<file path="src/include/ecc_cfg.svh">
`ifndef ECC_CFG_SVH
`define ECC_CFG_SVH

// ##############################
// Word geometry
// ##############################

// Data bits per protected word.
`define ECC_DATA_WIDTH 122

// Check bits per word: 8 position bits plus one overall parity bit.
`define ECC_PARITY_WIDTH 9

// ##############################
// Flow control
// ##############################

// Result FIFO entries, also the upstream credits available after reset.
`define ECC_FIFO_DEPTH 4

// Credits the DUT holds towards downstream after reset.
`define ECC_OUT_CREDITS 2

`endif

</file>
<file path="src/source/ecc_pkg.sv">
`include "ecc_cfg.svh"

package ecc_pkg;

    typedef logic [`ECC_DATA_WIDTH-1:0]   data_t;
    typedef logic [`ECC_PARITY_WIDTH-1:0] parity_t;
    typedef logic [`ECC_PARITY_WIDTH-1:0] syndrome_t;

    // Per-word opcode.
    typedef enum logic [0:0] {
        OP_CORRECT = 1'b0,
        OP_BYPASS  = 1'b1
    } ecc_op_e;

    // Syndrome classification.
    typedef enum logic [1:0] {
        CLASS_CLEAN     = 2'd0,
        CLASS_CHECK_ERR = 2'd1,
        CLASS_DATA_ERR  = 2'd2,
        CLASS_UNCORR    = 2'd3
    } ecc_class_e;

    // ##############################
    // Parity check matrix columns
    // ##############################

    // Data bit idx maps onto the (idx+1)-th value of 3, 5, 6, 7, 9, ...
    // that is not a power of two. Bits 7..0 of the column hold that value
    // and bit 8 brings the column weight up to an odd number.
    function automatic syndrome_t ecc_column(input int unsigned idx);
        int unsigned n;
        int unsigned v;
        logic [7:0]  pos;
        syndrome_t   col;
        n   = 0;
        pos = '0;
        for (v = 3; v <= 130; v++) begin
            if ((v & (v - 1)) != 0) begin // Powers of two belong to check bits.
                if (n == idx) begin
                    pos = v[7:0];
                end
                n++;
            end
        end
        col[7:0] = pos;
        col[8]   = ~(^pos); // Odd column weight for double error detection.
        return col;
    endfunction

endpackage

</file>
<file path="src/source/ecc_result.sv">
`timescale 1ns/100ps
`include "ecc_cfg.svh"

module ecc_result
    import ecc_pkg::*;
(
    input  logic  clk,
    input  logic  rst_n,

    input  logic  rs_valid,
    input  data_t rs_data,
    input  logic  rs_sbit,
    input  logic  rs_dbit,

    input  logic  out_credit,
    output logic  out_valid,
    output data_t out_data,
    output logic  out_sbit_err,
    output logic  out_dbit_err,
    output logic  in_credit
);

    localparam int DEPTH  = `ECC_FIFO_DEPTH;
    localparam int PTR_W  = (DEPTH > 1) ? $clog2(DEPTH) : 1;
    localparam int CNT_W  = $clog2(DEPTH + 1);
    localparam int CRED_W = $clog2(`ECC_OUT_CREDITS + 1);
    localparam logic [PTR_W-1:0] PTR_LAST = PTR_W'(DEPTH - 1);

    data_t             mem_data [DEPTH];
    logic [1:0]        mem_flags [DEPTH];
    logic [PTR_W-1:0]  wr_ptr;
    logic [PTR_W-1:0]  rd_ptr;
    logic [CNT_W-1:0]  count;
    logic [CRED_W-1:0] out_cred_cnt;
    logic              empty;
    logic              pop;
    logic              fifo_pop;
    logic              push;

    assign empty    = (count == '0);
    assign pop      = (!empty || rs_valid) && (out_cred_cnt != '0);
    assign fifo_pop = pop && !empty;
    assign push     = rs_valid && !(empty && pop); // Empty FIFO lets the word straight through.

    // ##############################
    // FIFO control
    // ##############################

    always_ff @(posedge clk or negedge rst_n) begin
        if (!rst_n) begin
            wr_ptr <= '0;
            rd_ptr <= '0;
            count  <= '0;
        end else begin
            if (push) begin
                wr_ptr <= (wr_ptr == PTR_LAST) ? '0 : wr_ptr + 1'b1;
            end
            if (fifo_pop) begin
                rd_ptr <= (rd_ptr == PTR_LAST) ? '0 : rd_ptr + 1'b1;
            end
            case ({push, fifo_pop})
                2'b10:   count <= count + 1'b1;
                2'b01:   count <= count - 1'b1;
                default: count <= count;
            endcase
        end
    end

    always_ff @(posedge clk) begin
        if (push) begin
            mem_data[wr_ptr]  <= rs_data;
            mem_flags[wr_ptr] <= {rs_dbit, rs_sbit};
        end
    end

    // ##############################
    // Credits and output register
    // ##############################

    always_ff @(posedge clk or negedge rst_n) begin
        if (!rst_n) begin
            out_cred_cnt <= CRED_W'(`ECC_OUT_CREDITS);
            out_valid    <= 1'b0;
            in_credit    <= 1'b0;
        end else begin
            case ({pop, out_credit})
                2'b10:   out_cred_cnt <= out_cred_cnt - 1'b1;
                2'b01:   out_cred_cnt <= out_cred_cnt + 1'b1;
                default: out_cred_cnt <= out_cred_cnt;
            endcase
            out_valid <= pop;
            in_credit <= pop; // One slot freed for the producer per word sent.
        end
    end

    always_ff @(posedge clk) begin
        if (pop) begin
            out_data     <= empty ? rs_data : mem_data[rd_ptr];
            out_sbit_err <= empty ? rs_sbit : mem_flags[rd_ptr][0];
            out_dbit_err <= empty ? rs_dbit : mem_flags[rd_ptr][1];
        end
    end

endmodule

</file>
<file path="config.mk">
export PLATFORM = sky130hd
export DESIGN_NAME = ecc_result
export DESIGN_NICKNAME = d
export VERILOG_FILES = /design/src/source/ecc_pkg.sv /design/src/source/ecc_result.sv
export VERILOG_INCLUDE_DIRS = /design/src /design/src/include
export SDC_FILE = /design/constraint.sdc
export NUM_CORES = 1
export LEC_CHECK = 0
export BUFFER_PORTS_ARGS = -buffer_cell sky130_fd_sc_hd__clkbuf_2
export CAP_MARGIN = 20
export CORE_ASPECT_RATIO = 0.75
export CORE_MARGIN = 5
export CORE_UTILIZATION = 35
export DETAILED_ROUTE_END_ITERATION = 10
export PLACE_DENSITY = 0.61
export SLEW_MARGIN = 0
export SYNTH_ARGS = -nofsm -noshare
export SYNTH_HDL_FRONTEND = slang
export SYNTH_SLANG_ARGS = --single-unit
export TNS_END_PERCENT = 100
</file>
<file path="constraint.sdc">
create_clock -name clk -period 4.1 [get_ports clk]
set_input_delay 0.41 -clock clk [delete_from_list [all_inputs] [get_ports clk]]
set_output_delay 0.41 -clock clk [all_outputs]
set_load 0.03 [all_outputs]
</file>
# Word-level counts from Yosys, hierarchy flattened
# Memories as Yosys holds them, arrays and structs flattened.
# Index checks and enable logic that the tools add are counted.
[word_totals]
reg_bits = 134
latchBits = 0
mem_bits_rw = 496
rom_bits = 0
wordCells = 42
memories = 2
[mem_list]
columns = ["memory", "depth", "word_bits", "rd", "rd_clocked_by_memory_dff", "wr", "line_no", "source"]
rows = [
  ["mem_data", 4, 122, 1, 0, 1, "ecc_result.sv:29", "data_t mem_data [DEPTH];"],
  ["mem_flags", 4, 2, 1, 0, 1, "ecc_result.sv:30", "logic [1:0] mem_flags [DEPTH];"],
]
[op_classes]
addsub = 6
multipliers = 0
n_div = 0
n_lt_le_gt_ge = 0
n_eq_ne = 6
shifts = 0
n_mux = 9
bitwise_logic = 0
reduce_logical = 11
[op_table]
columns = ["operator", "n"]
rows = [
  ["122-bit 2-to-1 mux", 1],
  ["2-bit == test, second input constant", 4],
  ["2-bit by 1-bit adder with 2-bit output, second input constant", 3],
  ["3-bit one-hot mux with 2 select lines", 1],
  ["2-bit nonzero test", 3],
  ["2-bit by 1-bit == test with 1-bit output, second input constant", 2],
  ["1-bit logical AND", 4],
  ["1-bit 2-to-1 mux", 4],
  ["2-bit 2-to-1 mux", 2],
  ["2-bit one-hot mux with 2 select lines", 1],
  ["3-bit by 1-bit adder with 3-bit output, second input constant", 1],
  ["3-bit logical NOT", 1],
  ["3-bit by 1-bit subtractor with 3-bit output, second input constant", 1],
  ["1-bit logical NOT", 2],
  ["2-bit by 1-bit subtractor with 2-bit output, second input constant", 1],
  ["1-bit logical OR", 1],
]

# Longest topological paths before layout
# Gate-level depths: netlist (run 1).
[depth]
ltp_word = 9
mapped_depth = 10

# Least setup slack after synthesis (run 1)
# Ideal clock, no wire load.
[synth_timing]
path_kind = "register -> register"
from = "reg count[0]"
to = "mem mem_data[1][0] in the netlist's numbering (enable)"
setup_time_ns = 0.498
arrival_time_ns = 3.690
required_time_ns = 3.602
setup_slack_ns = -0.088
path_stages_with_launch = 5
cell_sequence = "dfrtp_1 or3_1 buf_2 o21a_4 and2_1"
[synth_between]
elab_chain_cells = 9
[synth_lines]
columns = ["element", "line_no", "source"]
rows = [
  ["start, declared", "ecc_result.sv:33", "logic [CNT_W-1:0] count;"],
  ["start signal, assigned", "ecc_result.sv:62", "2'b10: count <= count + 1'b1;"],
  ["start signal, assigned", "ecc_result.sv:63", "2'b01: count <= count - 1'b1;"],
  ["start signal, assigned", "ecc_result.sv:64", "default: count <= count;"],
  ["3-bit logical NOT *", "ecc_result.sv:40", "assign empty = (count == '0);"],
  ["1-bit logical NOT", "ecc_result.sv:41", "assign pop = (!empty || rs_valid) && (out_cred_cnt != '0);"],
  ["1-bit logical OR", "ecc_result.sv:41", ""],
  ["1-bit logical AND", "ecc_result.sv:41", ""],
  ["1-bit logical AND *", "ecc_result.sv:43", "assign push = rs_valid && !(empty && pop);"],
  ["1-bit logical NOT *", "ecc_result.sv:43", ""],
  ["1-bit logical AND *", "ecc_result.sv:43", ""],
  ["1-bit 2-to-1 mux *", "ecc_result.sv:70", "if (push) begin"],
  ["1-bit 2-to-1 mux (implied by the code) *", "ecc_result.sv:71", "mem_data[wr_ptr] <= rs_data;"],
  ["end, declared", "ecc_result.sv:29", ""],
]
# Mark *: on every way between the ends. The rest lies on a longest branch, timed or not.

# Worst setup path after layout (run 1)
[layout_timing]
from = "reg count[0]"
to = "reg out_data[32] (data pin)"
[layout_between]
elab_chain_cells = 2
[layout_lines]
columns = ["element", "line_no", "source"]
rows = [
  ["3-bit logical NOT", "ecc_result.sv:40", ""],
  ["122-bit 2-to-1 mux", "ecc_result.sv:98", "out_data <= empty ? rs_data : mem_data[rd_ptr];"],
  ["end signal, assigned", "ecc_result.sv:98", ""],
  ["end, declared", "ecc_result.sv:17", "output data_t out_data,"],
]
# No other way between the ends.
# A chain may end at the register's enable or synchronous reset.

==> results.md, run 1 <==
- Outcome: finished, final reports clean
- CTS Root Cell: clkbuf_16
- Worst Hold Class: in2reg
- Crit path time final: 2.59 ns
- Adder-Cell Fraction of Synth Area: 0.00455
- CP endpoint kind: flip-flop
- Seq cells post-synth: 630
- Starting Density: 0.354
- Number of global-route vias before repair: 12700
- Die area: 0.0730 mm^2
- Setup violators final: 0
- Period utilisation layout: 0.631
- Avg Vias per Cell: 4.83
- Slowest cell delay on critical path: 0.68 ns
- Power Density: 811 mW/mm^2
- Post-synthesis xor/xnor area fraction: 0.00222
- Simple-gate share of the synthesized area: 0.0618
- Dpl cells: 2326
- Unrepaired setup endpoints after global routing: false
- CP Buf/Inv Count: 2
- Detailed Route WL: 51500 um
- Largest family of logic cells by synthesized area: multiplexers
- Routability congestion estimate: 0.698
- Register area share after synthesis: 0.797
- Port Buf Inserts: 253
- Area leader, netlist: edfxtp_1
- Clock Latency Late Sink: 0.62 ns
- P_leak: 0.0103 uW
- Critical-path top delay cell: buf_4
- Main synth FF type: edfxtp_1
- Setup Total Neg Slack: 0 ns
- Syn Inst Count: 1223
- CTS sink count: 630
- Maximum vdd drop: 0.465 mV
- Setup CP Type: reg2reg
- Syn_nets: 1359
- Critical path startpoint category: flip-flop
- Max Clock Freq: 0.387 GHz
- Max Root-Sink Buffers: 3
- Antenna-violating nets left: 0
- Most frequent cells after synthesis: edfxtp_1 (620), nand2_1 (373), mux4_2 (124)
- Multiplexer share of the synthesized area: 0.120
- Row count: 82
- Worst-path cell chain: or3_4 > buf_4 > buf_4 > nand2_1 > nand2_1
- Area of the core: 0.0669 mm^2
- Least-Margin Pin Slew: 0.787 ns
- Pin count of the biggest net entering global routing: 125
- Crit path required time: 4.57 ns
- Number of antenna violations at the first check in global routing: 9
- Post-synth EDFFs: 620
- Gr ovfl total: 0
- Largest delay share family, worst path: buffers and inverters
- Final hold violations: 0
- Initial DRC Count: 750
- First-pass GRT wire length: 78300 um
- Yosys top cell area share: 0.786
- Synth Area in Compound Gates: 0.00111
- DR pass1 iterations: 5
- Clk slew on worst S/H paths: 0.06 ns
- Unique cell type count in the Yosys netlist: 24
- Final Max Slew Viols: 0
- Max FO, Critical Path: 54
- Worst Path Arrival: 3.05 ns
- Share of layout cells above drive strength 1: 0.318
- CTS tree: yes
- M2 GR Usage: 0.222
- Slew HR: 0.475
- Max Cap Viol: 0
- Most Crowded Layer GR: met2
- Mapped Avg Cell Area: 19.4 um^2
- Post-Layout Cell Count: 2483
- Most common cell in the netlist: edfxtp_1
- Met1 Use GR: 0.196
- Final nets: 1686
- Ys async rst share: 0.0159
- Area growth syn-to-layout: 21.0%
- Total number of vias: 12000
- Tot GR Track Use: 0.140
- Die Ht: 235 um
- Ranking of synthesized cells by area: edfxtp_1 (79%), mux4_2 (12%), nand2_1 (5.9%), dfrtp_1 (0.95%), buf_2 (0.57%)
- CTS buffer count: 61
- Detailed-route DRC error count: 0
- H-tree depth: 2
- Boundary Pins: 254
- Postcts setup bufs: 0
- Synthesis Warnings: 0
- Met3 Usage GRT: 0.0349
- Wire per inst: 20.7 um
- Synthesized area: 0.0237 mm^2
- DP HPWL: 28900 um
- Die width: 310 um
- Skew final: 0.0247 ns
-- cell families after synthesis --
| group | count (synthesis) |
|---|---|
| muxes | 128 |
| and+or+nand+nor | 385 |
| DFF | 630 |
| buffers and inverters | 63 |
| adders and majority gates | 8 |
| AOI/OAI and AO/OA | 3 |
| xor gates and xnor gates | 6 |
-- final cells by class --
| type | instances | area (um^2) |
|---|---|---|
| timing repair buffer | 320 | 2030 |
| sequential | 630 | 18900 |
| multi-input combinational | 530 | 4520 |
| clock buffer | 73 | 1610 |
| antenna | 1 | 2.50 |
| clock inverter | 40 | 462 |
| inverter | 7 | 31.3 |
| fill | 5896 | 38300 |
| tap | 882 | 1100 |
-- path summary, 6_finish.rpt --
kind / startpoint / slack (ns) / to / cells past startpoint
max: count[0] / 1.51 / out_data[32] / 5
min: rs_data[42] / 0.04 / mem_data[0][42] / 1
max reg2reg: count[0] / 1.51 / out_data[32] / 5
min reg2reg: out_cred_cnt[1] / 0.55 / out_cred_cnt[1] / 1
max in group asynchronous: rst_n / 3.58 / out_cred_cnt[1] / 2
min in group asynchronous: rst_n / 0.23 / out_cred_cnt[0] / 2
-- power breakdown --
part / leakage [uW] / total (uW) / internal [uW] / switching, uW
Sequential: 0.00592 / 10100 / 9440 / 671
Combinational: 0.00343 / 7300 / 2610 / 4690
Clock: 0.00100 / 5810 / 3390 / 2420
Total: 0.0103 / 23200 / 15400 / 7790
-- flip-flops by register name (all words and copies together) (netlist names) --
signal        flops
mem_flags         8
out_data        122
rd_ptr            2
out_sbit_err      1
out_dbit_err      1
in_credit         1
count             3
mem_data        488
wr_ptr            2
out_cred_cnt      2
-- cell usage in the layout (no fill, tap or decap), types with 7 or more instances in the layout --
| cell type | n |
|---|---|
| clkinv_2 | 7 |
| buf_4 | 12 |
| clkbuf_2 | 253 |
| edfxtp_1 | 620 |
| dfrtp_1 | 7 |
| bufinv_16 | 9 |
| clkinv_1 | 10 |
| buf_12 | 12 |
| mux4_2 | 124 |
| clkbuf_1 | 10 |
| inv_6 | 7 |
| clkbuf_16 | 63 |
| nand2_1 | 373 |
| ha_1 | 7 |
| dlygate4sd3_1 | 43 |
-- routing by layer --
metal  up-vias  routed length, um  part of all wire
li1       5358                  -                 -
met1      6233              22700              0.44
met2       280              24600              0.48
met3        94               3120             0.061
met4        16                954             0.019
met5         -                116            0.0023
-- timing repair --
action,4_1_cts,5_1_grt
resized for setup,0,0
hold buffers,43,0
hold endpoints to repair,163,0
-- per-stage QoR --
step                      hold slack (ns)  worst slack [ns]  total power, uW  instance area [um^2]  utilization
after global routing               0.0132              1.31            24500                 28600        0.428
after detailed placement            0.324              1.48            17800                 26100        0.391
after floorplan                     0.114             0.250            15300                 23700            -
after CTS                       0.0000708              1.46            23700                 28600        0.428
after global placement              0.311              1.56            17600                 26100        0.391
final                              0.0414              1.51            23200                 28600        0.428
(Power assumes the default switching activity.)
==> run 2, diff against run 1 <==
- ABC_AREA: unset -> 1
- PLACE_DENSITY: 0.61 -> 0.59
- clock period: 4.1 -> 2.5 ns (I/O delays scaled with it)
==> results.md, run 2 <==
- Outcome: finished, final reports clean
- Least-Margin Pin Slew: 0.733 ns (-0.0539 ns)
- Die area: 0.0821 mm^2 (+12%)
- Post-synth EDFFs: 620 (unchanged)
- Number of antenna violations at the first check in global routing: 0 (-9)
- Syn Inst Count: 2540 (+110%)
- Final worst setup slack: 0.361 ns (-1.15 ns)
- Max Cap Viol: 0 (unchanged)
- Max Root-Sink Buffers: 3 (unchanged)
- Final Max Slew Viols: 0 (unchanged)
- First-pass GRT wire length: 96600 um (+23%)
- Final hold slack: 0.0787 ns (+0.0373 ns)
- Clk slew on worst S/H paths: 0.06 ns (about the same)
- CTS sink count: 630 (unchanged)
- Yosys top cell area share: 0.696 (-0.0902)
- Most common cell in the netlist: nand2_1
- Comb power frac: 0.365 (+0.051)
- Wire per inst: 15.3 um (-26%)
- Detailed Route WL: 61000 um (+18%)
- Critical path startpoint category: flip-flop
- Power Density: 1240 mW/mm^2 (+53%)
- Sw Share: 0.383 (+0.0472)
- CTS tree: yes
- Most frequent cells after synthesis: nand2_1 (1008), edfxtp_1 (620), inv_1 (514)
- R2r setup slk: 0.36 ns (-1.15 ns)
- Slew HR: 0.511 (+0.0359)
- Largest registers: mem_data: 488 flops, out_data: 122 flops, mem_flags: 8 flops
- R2r endpoint: count[2]
- Most frequent cells in the layout: nand2_1 (1007), edfxtp_1 (620), inv_1 (513), nand3_1 (253), clkbuf_2 (253)
- H-tree depth: 3 (+1)
- Postcts setup bufs: 0 (unchanged)
- Post-cts resize count: 0 (unchanged)
- Fill cells: 7090 (+20%)
- Initial DRC Count: 1107 (+48%)
- Pin count of the biggest net entering global routing: 79 (-37%)
- Mapped Avg Cell Area: 10.5 um^2 (-46%)
- Row count: 87 (+6.1%)
- Boundary Pins: 254 (unchanged)
- Crit path required time: 2.98 ns (-1.59 ns)
- Avg Vias per Cell: 4.32 (-11%)
- Period utilisation layout: 0.856 (+0.225)
- Biggest register: mem_data
- Worst Hold Class: in2async
- Crit path time final: 2.14 ns (-0.448 ns)
- Antenna-violating nets left: 0 (unchanged)
- Unrepaired setup endpoints after global routing: false
- CP endpoint kind: flip-flop
- Sequential power share: 0.399 (-0.036)
- Reg2Reg Depth: 10 (+5)
- Final hold violations: 0 (unchanged)
- # hold bufs at CTS: 127 (+200%)
- Starting Density: 0.354 (+0.000581)
- Synthesized area: 0.0267 mm^2 (+13%)
- Die Ht: 249 um (+6.0%)
- Post-DP Area: 0.0293 mm^2 (+12%)
- Area growth syn-to-layout: 22.2%
- Clk network pwr share: 0.236 (-0.014)
- Share of layout cells above drive strength 1: 0.138 (-0.180)
- Main synth FF type: edfxtp_1
- P_leak: 0.0149 uW (+44%)
- Tot GR Track Use: 0.149 (+0.00932)
- Seq cells post-synth: 630 (unchanged)
- Worst r2r src: out_cred_cnt[1]
- Ys async rst share: 0.0159 (unchanged)
- Most common cell after layout, fill and taps aside: nand2_1
- CTS buffer count: 67 (+9.8%)
- Setup CP Type: reg2reg
- Detailed-route DRC error count: 0 (unchanged)
- P_sw: 15500 uW (+100%)
- Unique cell type count in the Yosys netlist: 23 (-4.2%)
- Max FO, Critical Path: 7 (-87%)
- Worst Path Arrival: 2.62 ns (-0.43 ns)
- Register area share after synthesis: 0.706 (-0.0914)
- Syn_nets: 2676 (+97%)
- P_int: 25100 uW (+62%)
- DP HPWL: 33700 um (+17%)
- Final nets: 3056 (+81%)
- Setup slack after placement: 0.364 ns (-1.12 ns)
- Number of global-route vias before repair: 16800 (+32%)
- Routability congestion estimate: 0.702 (+0.59%)
- Synthesis Warnings: 0 (unchanged)
- Skew final: 0.0204 ns (-0.00431 ns)
- Die width: 329 um (+6.1%)
- ANT cells: 0 (-1)
- Ranking of synthesized cells by area: edfxtp_1 (70%), nand2_1 (14%), inv_1 (7.2%), nand3_1 (4.7%), buf_2 (0.92%)
- Clock Latency Late Sink: 0.60 ns (-0.02 ns)
- Final instance area: 0.0327 mm^2 (+14%)
- Area of the core: 0.0754 mm^2 (+13%)
- CTS Root Cell: clkbuf_16
- Maximum vdd drop: 0.641 mV (+38%)
- Max Clock Freq: 0.468 GHz (+21%)
- Port Buf Inserts: 253 (unchanged)
- DR pass1 iterations: 4 (-1)
- Setup violators final: 0 (unchanged)
- Total number of vias: 17200 (+44%)
- Area leader, netlist: edfxtp_1
- Max reg flops: 488 (unchanged)
- Gr ovfl total: 0 (unchanged)
-- run 2: critical path: stages (launching register included) --
cell     delay, ns
dfstp_2       0.51
inv_1         0.05
nand2_1       0.14
nand3_1       0.18
nand2_4       0.19
ha_1          0.19
inv_1         0.06
fa_1          0.38
nand2_1       0.09
nand3_1       0.08
xor2_1        0.14
-- run 2: cell families (layout without fill, tap and decap cells) --
kind of cell	after synthesis	in the layout	synth area share
and+or+nand+nor	1269	1269	0.190
DFF	630	630	0.706
buffers and inverters	626	1057	0.0980
adders and majority gates	8	8	0.00402
xor gates and xnor gates	4	4	0.00131
AOI/OAI and AO/OA	3	3	0.000561
-- run 2: cell type report --
| class | count | area, um^2 | area share |
|---|---|---|---|
| flip-flops and latches | 630 | 18900 | 0.578 |
| multi-input cells | 1284 | 5300 | 0.162 |
| repair buffers | 420 | 3150 | 0.0964 |
| well taps | 1023 | 1280 | 0.0392 |
| clock buffers | 80 | 1760 | 0.0538 |
| inverters | 517 | 1960 | 0.0599 |
| clock inverters | 40 | 345 | 0.0106 |
-- run 2: worst max path at each step --
stage | start | end | slack (ns)
after floorplan | count[1] | out_data[0] | -0.67
after global placement | out_cred_cnt[1] | count[2] | 0.33
after detailed placement | out_cred_cnt[1] | count[2] | 0.36
after CTS | out_cred_cnt[1] | count[2] | 0.34
after global routing | out_cred_cnt[1] | count[2] | 0.23
final | out_cred_cnt[1] | count[2] | 0.36
-- run 2: power by group through the flow --
stage	registers [uW]	clock network [uW]	logic, uW
after floorplan	18600	0	8130
after global placement	16400	0	14800
after detailed placement	16400	0	14900
after CTS	16200	9910	15200
after global routing	16400	10300	16600
final	16200	9600	14800
-- run 2: per-stage QoR --
| stage | instances | TNS, ns | power [uW] | utilization |
|---|---|---|---|---|
| 6_report | 3994 | 0 | 40600 | 0.433 |
| 5_1_grt | 3994 | 0 | 43400 | 0.433 |
| 4_1_cts | 3994 | 0 | 41300 | 0.433 |
| 3_5_place_dp | 3747 | 0 | 31400 | 0.388 |
| 3_3_place_gp | 3747 | 0 | 31200 | 0.388 |
| 2_1_floorplan | 2540 | -386.45 | 26700 | - |
-- run 2: metal layers --
layer / track usage / vias up / share of wire
met5: 0 / - / 0
met4: 0.0424 / 0 / 0.023
met3: 0.0264 / 95 / 0.044
met2: 0.243 / 353 / 0.47
met1: 0.205 / 8060 / 0.46
li1: - / 8738 / -
==> run 3, diff against run 2 <==
- RECOVER_POWER: unset -> 50
==> results.md, run 3 (same netlist as run 2, synthesis figures left out) <==
- Detailed-route DRC error count: 0 (unchanged)
- H-tree depth: 3 (unchanged)
- Setup violators final: 0 (unchanged)
- Final hold violations: 0 (unchanged)
- Max Clock Freq: 0.458 GHz (-1.9%)
- Share of layout cells above drive strength 1: 0.0522 (-0.0855)
- Routability congestion estimate: 0.702 (unchanged)
- Dpl cells: 3747 (unchanged)
- Most frequent cells in the layout: nand2_1 (1007), edfxtp_1 (620), inv_1 (513), clkbuf_1 (262), nand3_1 (253)
- Worst setup path endpoint: mem_data[2][58]
- CTS Root Cell: clkbuf_16
- P_leak: 0.0141 uW (-5.2%)
- First-pass GRT wire length: 96600 um (unchanged)
- R2r endpoint: mem_data[2][58]
- Max reg flops: 488 (unchanged)
- Period utilisation layout: 0.873 (+0.0170)
- Port Buf Inserts: 253 (unchanged)
- Post-cts resize count: 0 (unchanged)
- CTS sink count: 630 (unchanged)
- Detailed Route WL: 61100 um (+0.21%)
- Worst Hold Class: in2async
- Reg2Reg Depth: 6 (-4)
- Max Cap Viol: 0 (unchanged)
- Final instance area: 0.0323 mm^2 (-1.2%)
- Largest registers: mem_data: 488 flops, out_data: 122 flops, mem_flags: 8 flops
- Skew final: 0.0203 ns (-0.000130 ns)
- Worst-path cell chain: inv_1 > nand2_1 > nand3_1 > nand2_4 > nor2_1 > buf_12
- Maximum vdd drop: 0.637 mV (-0.64%)
- Number of antenna violations at the first check in global routing: 0 (unchanged)
- Final hold slack: 0.196 ns (+0.118 ns)
- Row count: 87 (unchanged)
- Clk slew on worst S/H paths: 0.06 ns (about the same)
- Starting Density: 0.354 (unchanged)
- Area growth syn-to-layout: 20.8%
- Critical-path top delay cell: buf_12
- Die width: 329 um (unchanged)
- R2r setup slk: 0.32 ns (-0.04 ns)
- Least-Margin Pin Slew: 0.807 ns (+0.0737 ns)
- Unrepaired setup endpoints after global routing: false
- Antenna-violating nets left: 0 (unchanged)
- Wire per inst: 15.3 um (+0.21%)
- Final nets: 3056 (unchanged)
- DP HPWL: 33700 um (unchanged)
- CTS buffer count: 67 (unchanged)
- Post-DP Area: 0.0293 mm^2 (unchanged)
- CP Buf/Inv Count: 2 (unchanged)
- Die area: 0.0821 mm^2 (unchanged)
- Fill cells: 7237 (+2.1%)
- Avg Vias per Cell: 4.31 (about the same)
- Setup CP Type: reg2reg
- Stages on worst setup path: 6 (-4)
- Post-Layout Cell Count: 3994 (unchanged)
- Worst Path Arrival: 2.41 ns (-0.21 ns)
- Max FO, Critical Path: 64 (+57)
- Storage element area: 0.0189 mm^2 (unchanged)
- DR pass1 iterations: 5 (+1)
- Critical path startpoint category: flip-flop
- Boundary Pins: 254 (unchanged)
- Tot GR Track Use: 0.149 (unchanged)
- Number of global-route vias before repair: 16800 (unchanged)
- Die Ht: 249 um (unchanged)
- Power Density: 1250 mW/mm^2 (+0.13%)
- Total number of vias: 17200 (-0.099%)
- Final Max Slew Viols: 0 (unchanged)
- Setup Total Neg Slack: 0 ns (unchanged)
- Initial DRC Count: 1018 (-8.0%)
- Multi-input logic area: 0.00528 mm^2 (-0.33%)
- Largest delay share family, worst path: simple AND/OR/NAND/NOR gates
- Pin count of the biggest net entering global routing: 79 (unchanged)
- Worst Setup SP: out_cred_cnt[0]
- Clock Latency Late Sink: 0.60 ns (about the same)
- Max Root-Sink Buffers: 3 (unchanged)
- Crit path time final: 2.18 ns (+0.0424 ns)
- CP endpoint kind: flip-flop
- Slowest cell delay on critical path: 0.44 ns (-0.07 ns)
- Gr ovfl total: 0 (unchanged)
- Worst r2r src: out_cred_cnt[0]
- Most common cell after layout, fill and taps aside: nand2_1
- CTS tree: yes
- Final core utilization: 0.428 (-0.00499)
- Outcome: finished, final reports clean
- Area of the core: 0.0754 mm^2 (unchanged)
- Crit path required time: 2.73 ns (-0.25 ns)
- Biggest register: mem_data
- ANT cells: 0 (unchanged)
- Slew HR: 0.462 (-0.0491)
run 3: layout make-up:
cell class / count / area share
multi-input cells: 1284 / 0.164
clock buffers: 80 / 0.0544
inverters: 517 / 0.0605
repair buffers: 420 / 0.0865
clock inverters: 40 / 0.0107
flip-flops and latches: 630 / 0.585
well taps: 1023 / 0.0396
run 3: worst register-to-register path: cells and delay by family, from the launching register on:
| family | cells | cell delay, ns |
|---|---|---|
| flops | 1 | 0.41 |
| simple gates | 4 | 0.81 |
| buf+inv | 2 | 0.52 |
run 3: power breakdown:
group          switching (uW)  internal (uW)  total (uW)
logic                   10600           3760       14400
clock network            4120           5480        9600
registers                 754          15400       16200
run 3: worst min-delay path by stage:
| stage | start | to | depth (start not counted) |
|---|---|---|---|
| 2_1_floorplan | rst_n | count[0] | 0 |
| 3_3_place_gp | rst_n | in_credit | 1 |
| 3_5_place_dp | rst_n | in_credit | 1 |
| 4_1_cts | rst_n | in_credit | 2 |
| 5_1_grt | rst_n | out_cred_cnt[0] | 2 |
| 6_report | rst_n | in_credit | 2 |
run 3: timing repair:
action / 4_1_cts / 5_1_grt
hold buffers: 127 / 0
endpoints found under the hold margin: 628 / 0
setup buffers: 0 / 0
run 3: routing by layer:
metal	share of wire	track usage	up-vias
met5	0	0	-
met4	0.023	0.0424	0
met3	0.044	0.0264	96
met2	0.47	0.243	345
met1	0.46	0.205	8056
li1	-	-	8732
run 3: per-stage QoR:
step / total power (uW) / setup slack (ns)
floorplan: 26700 / -0.674
global placement: 31200 / 0.325
detailed placement: 31400 / 0.364
CTS: 41300 / 0.343
global route: 43000 / 0.139
finish: 40200 / 0.319
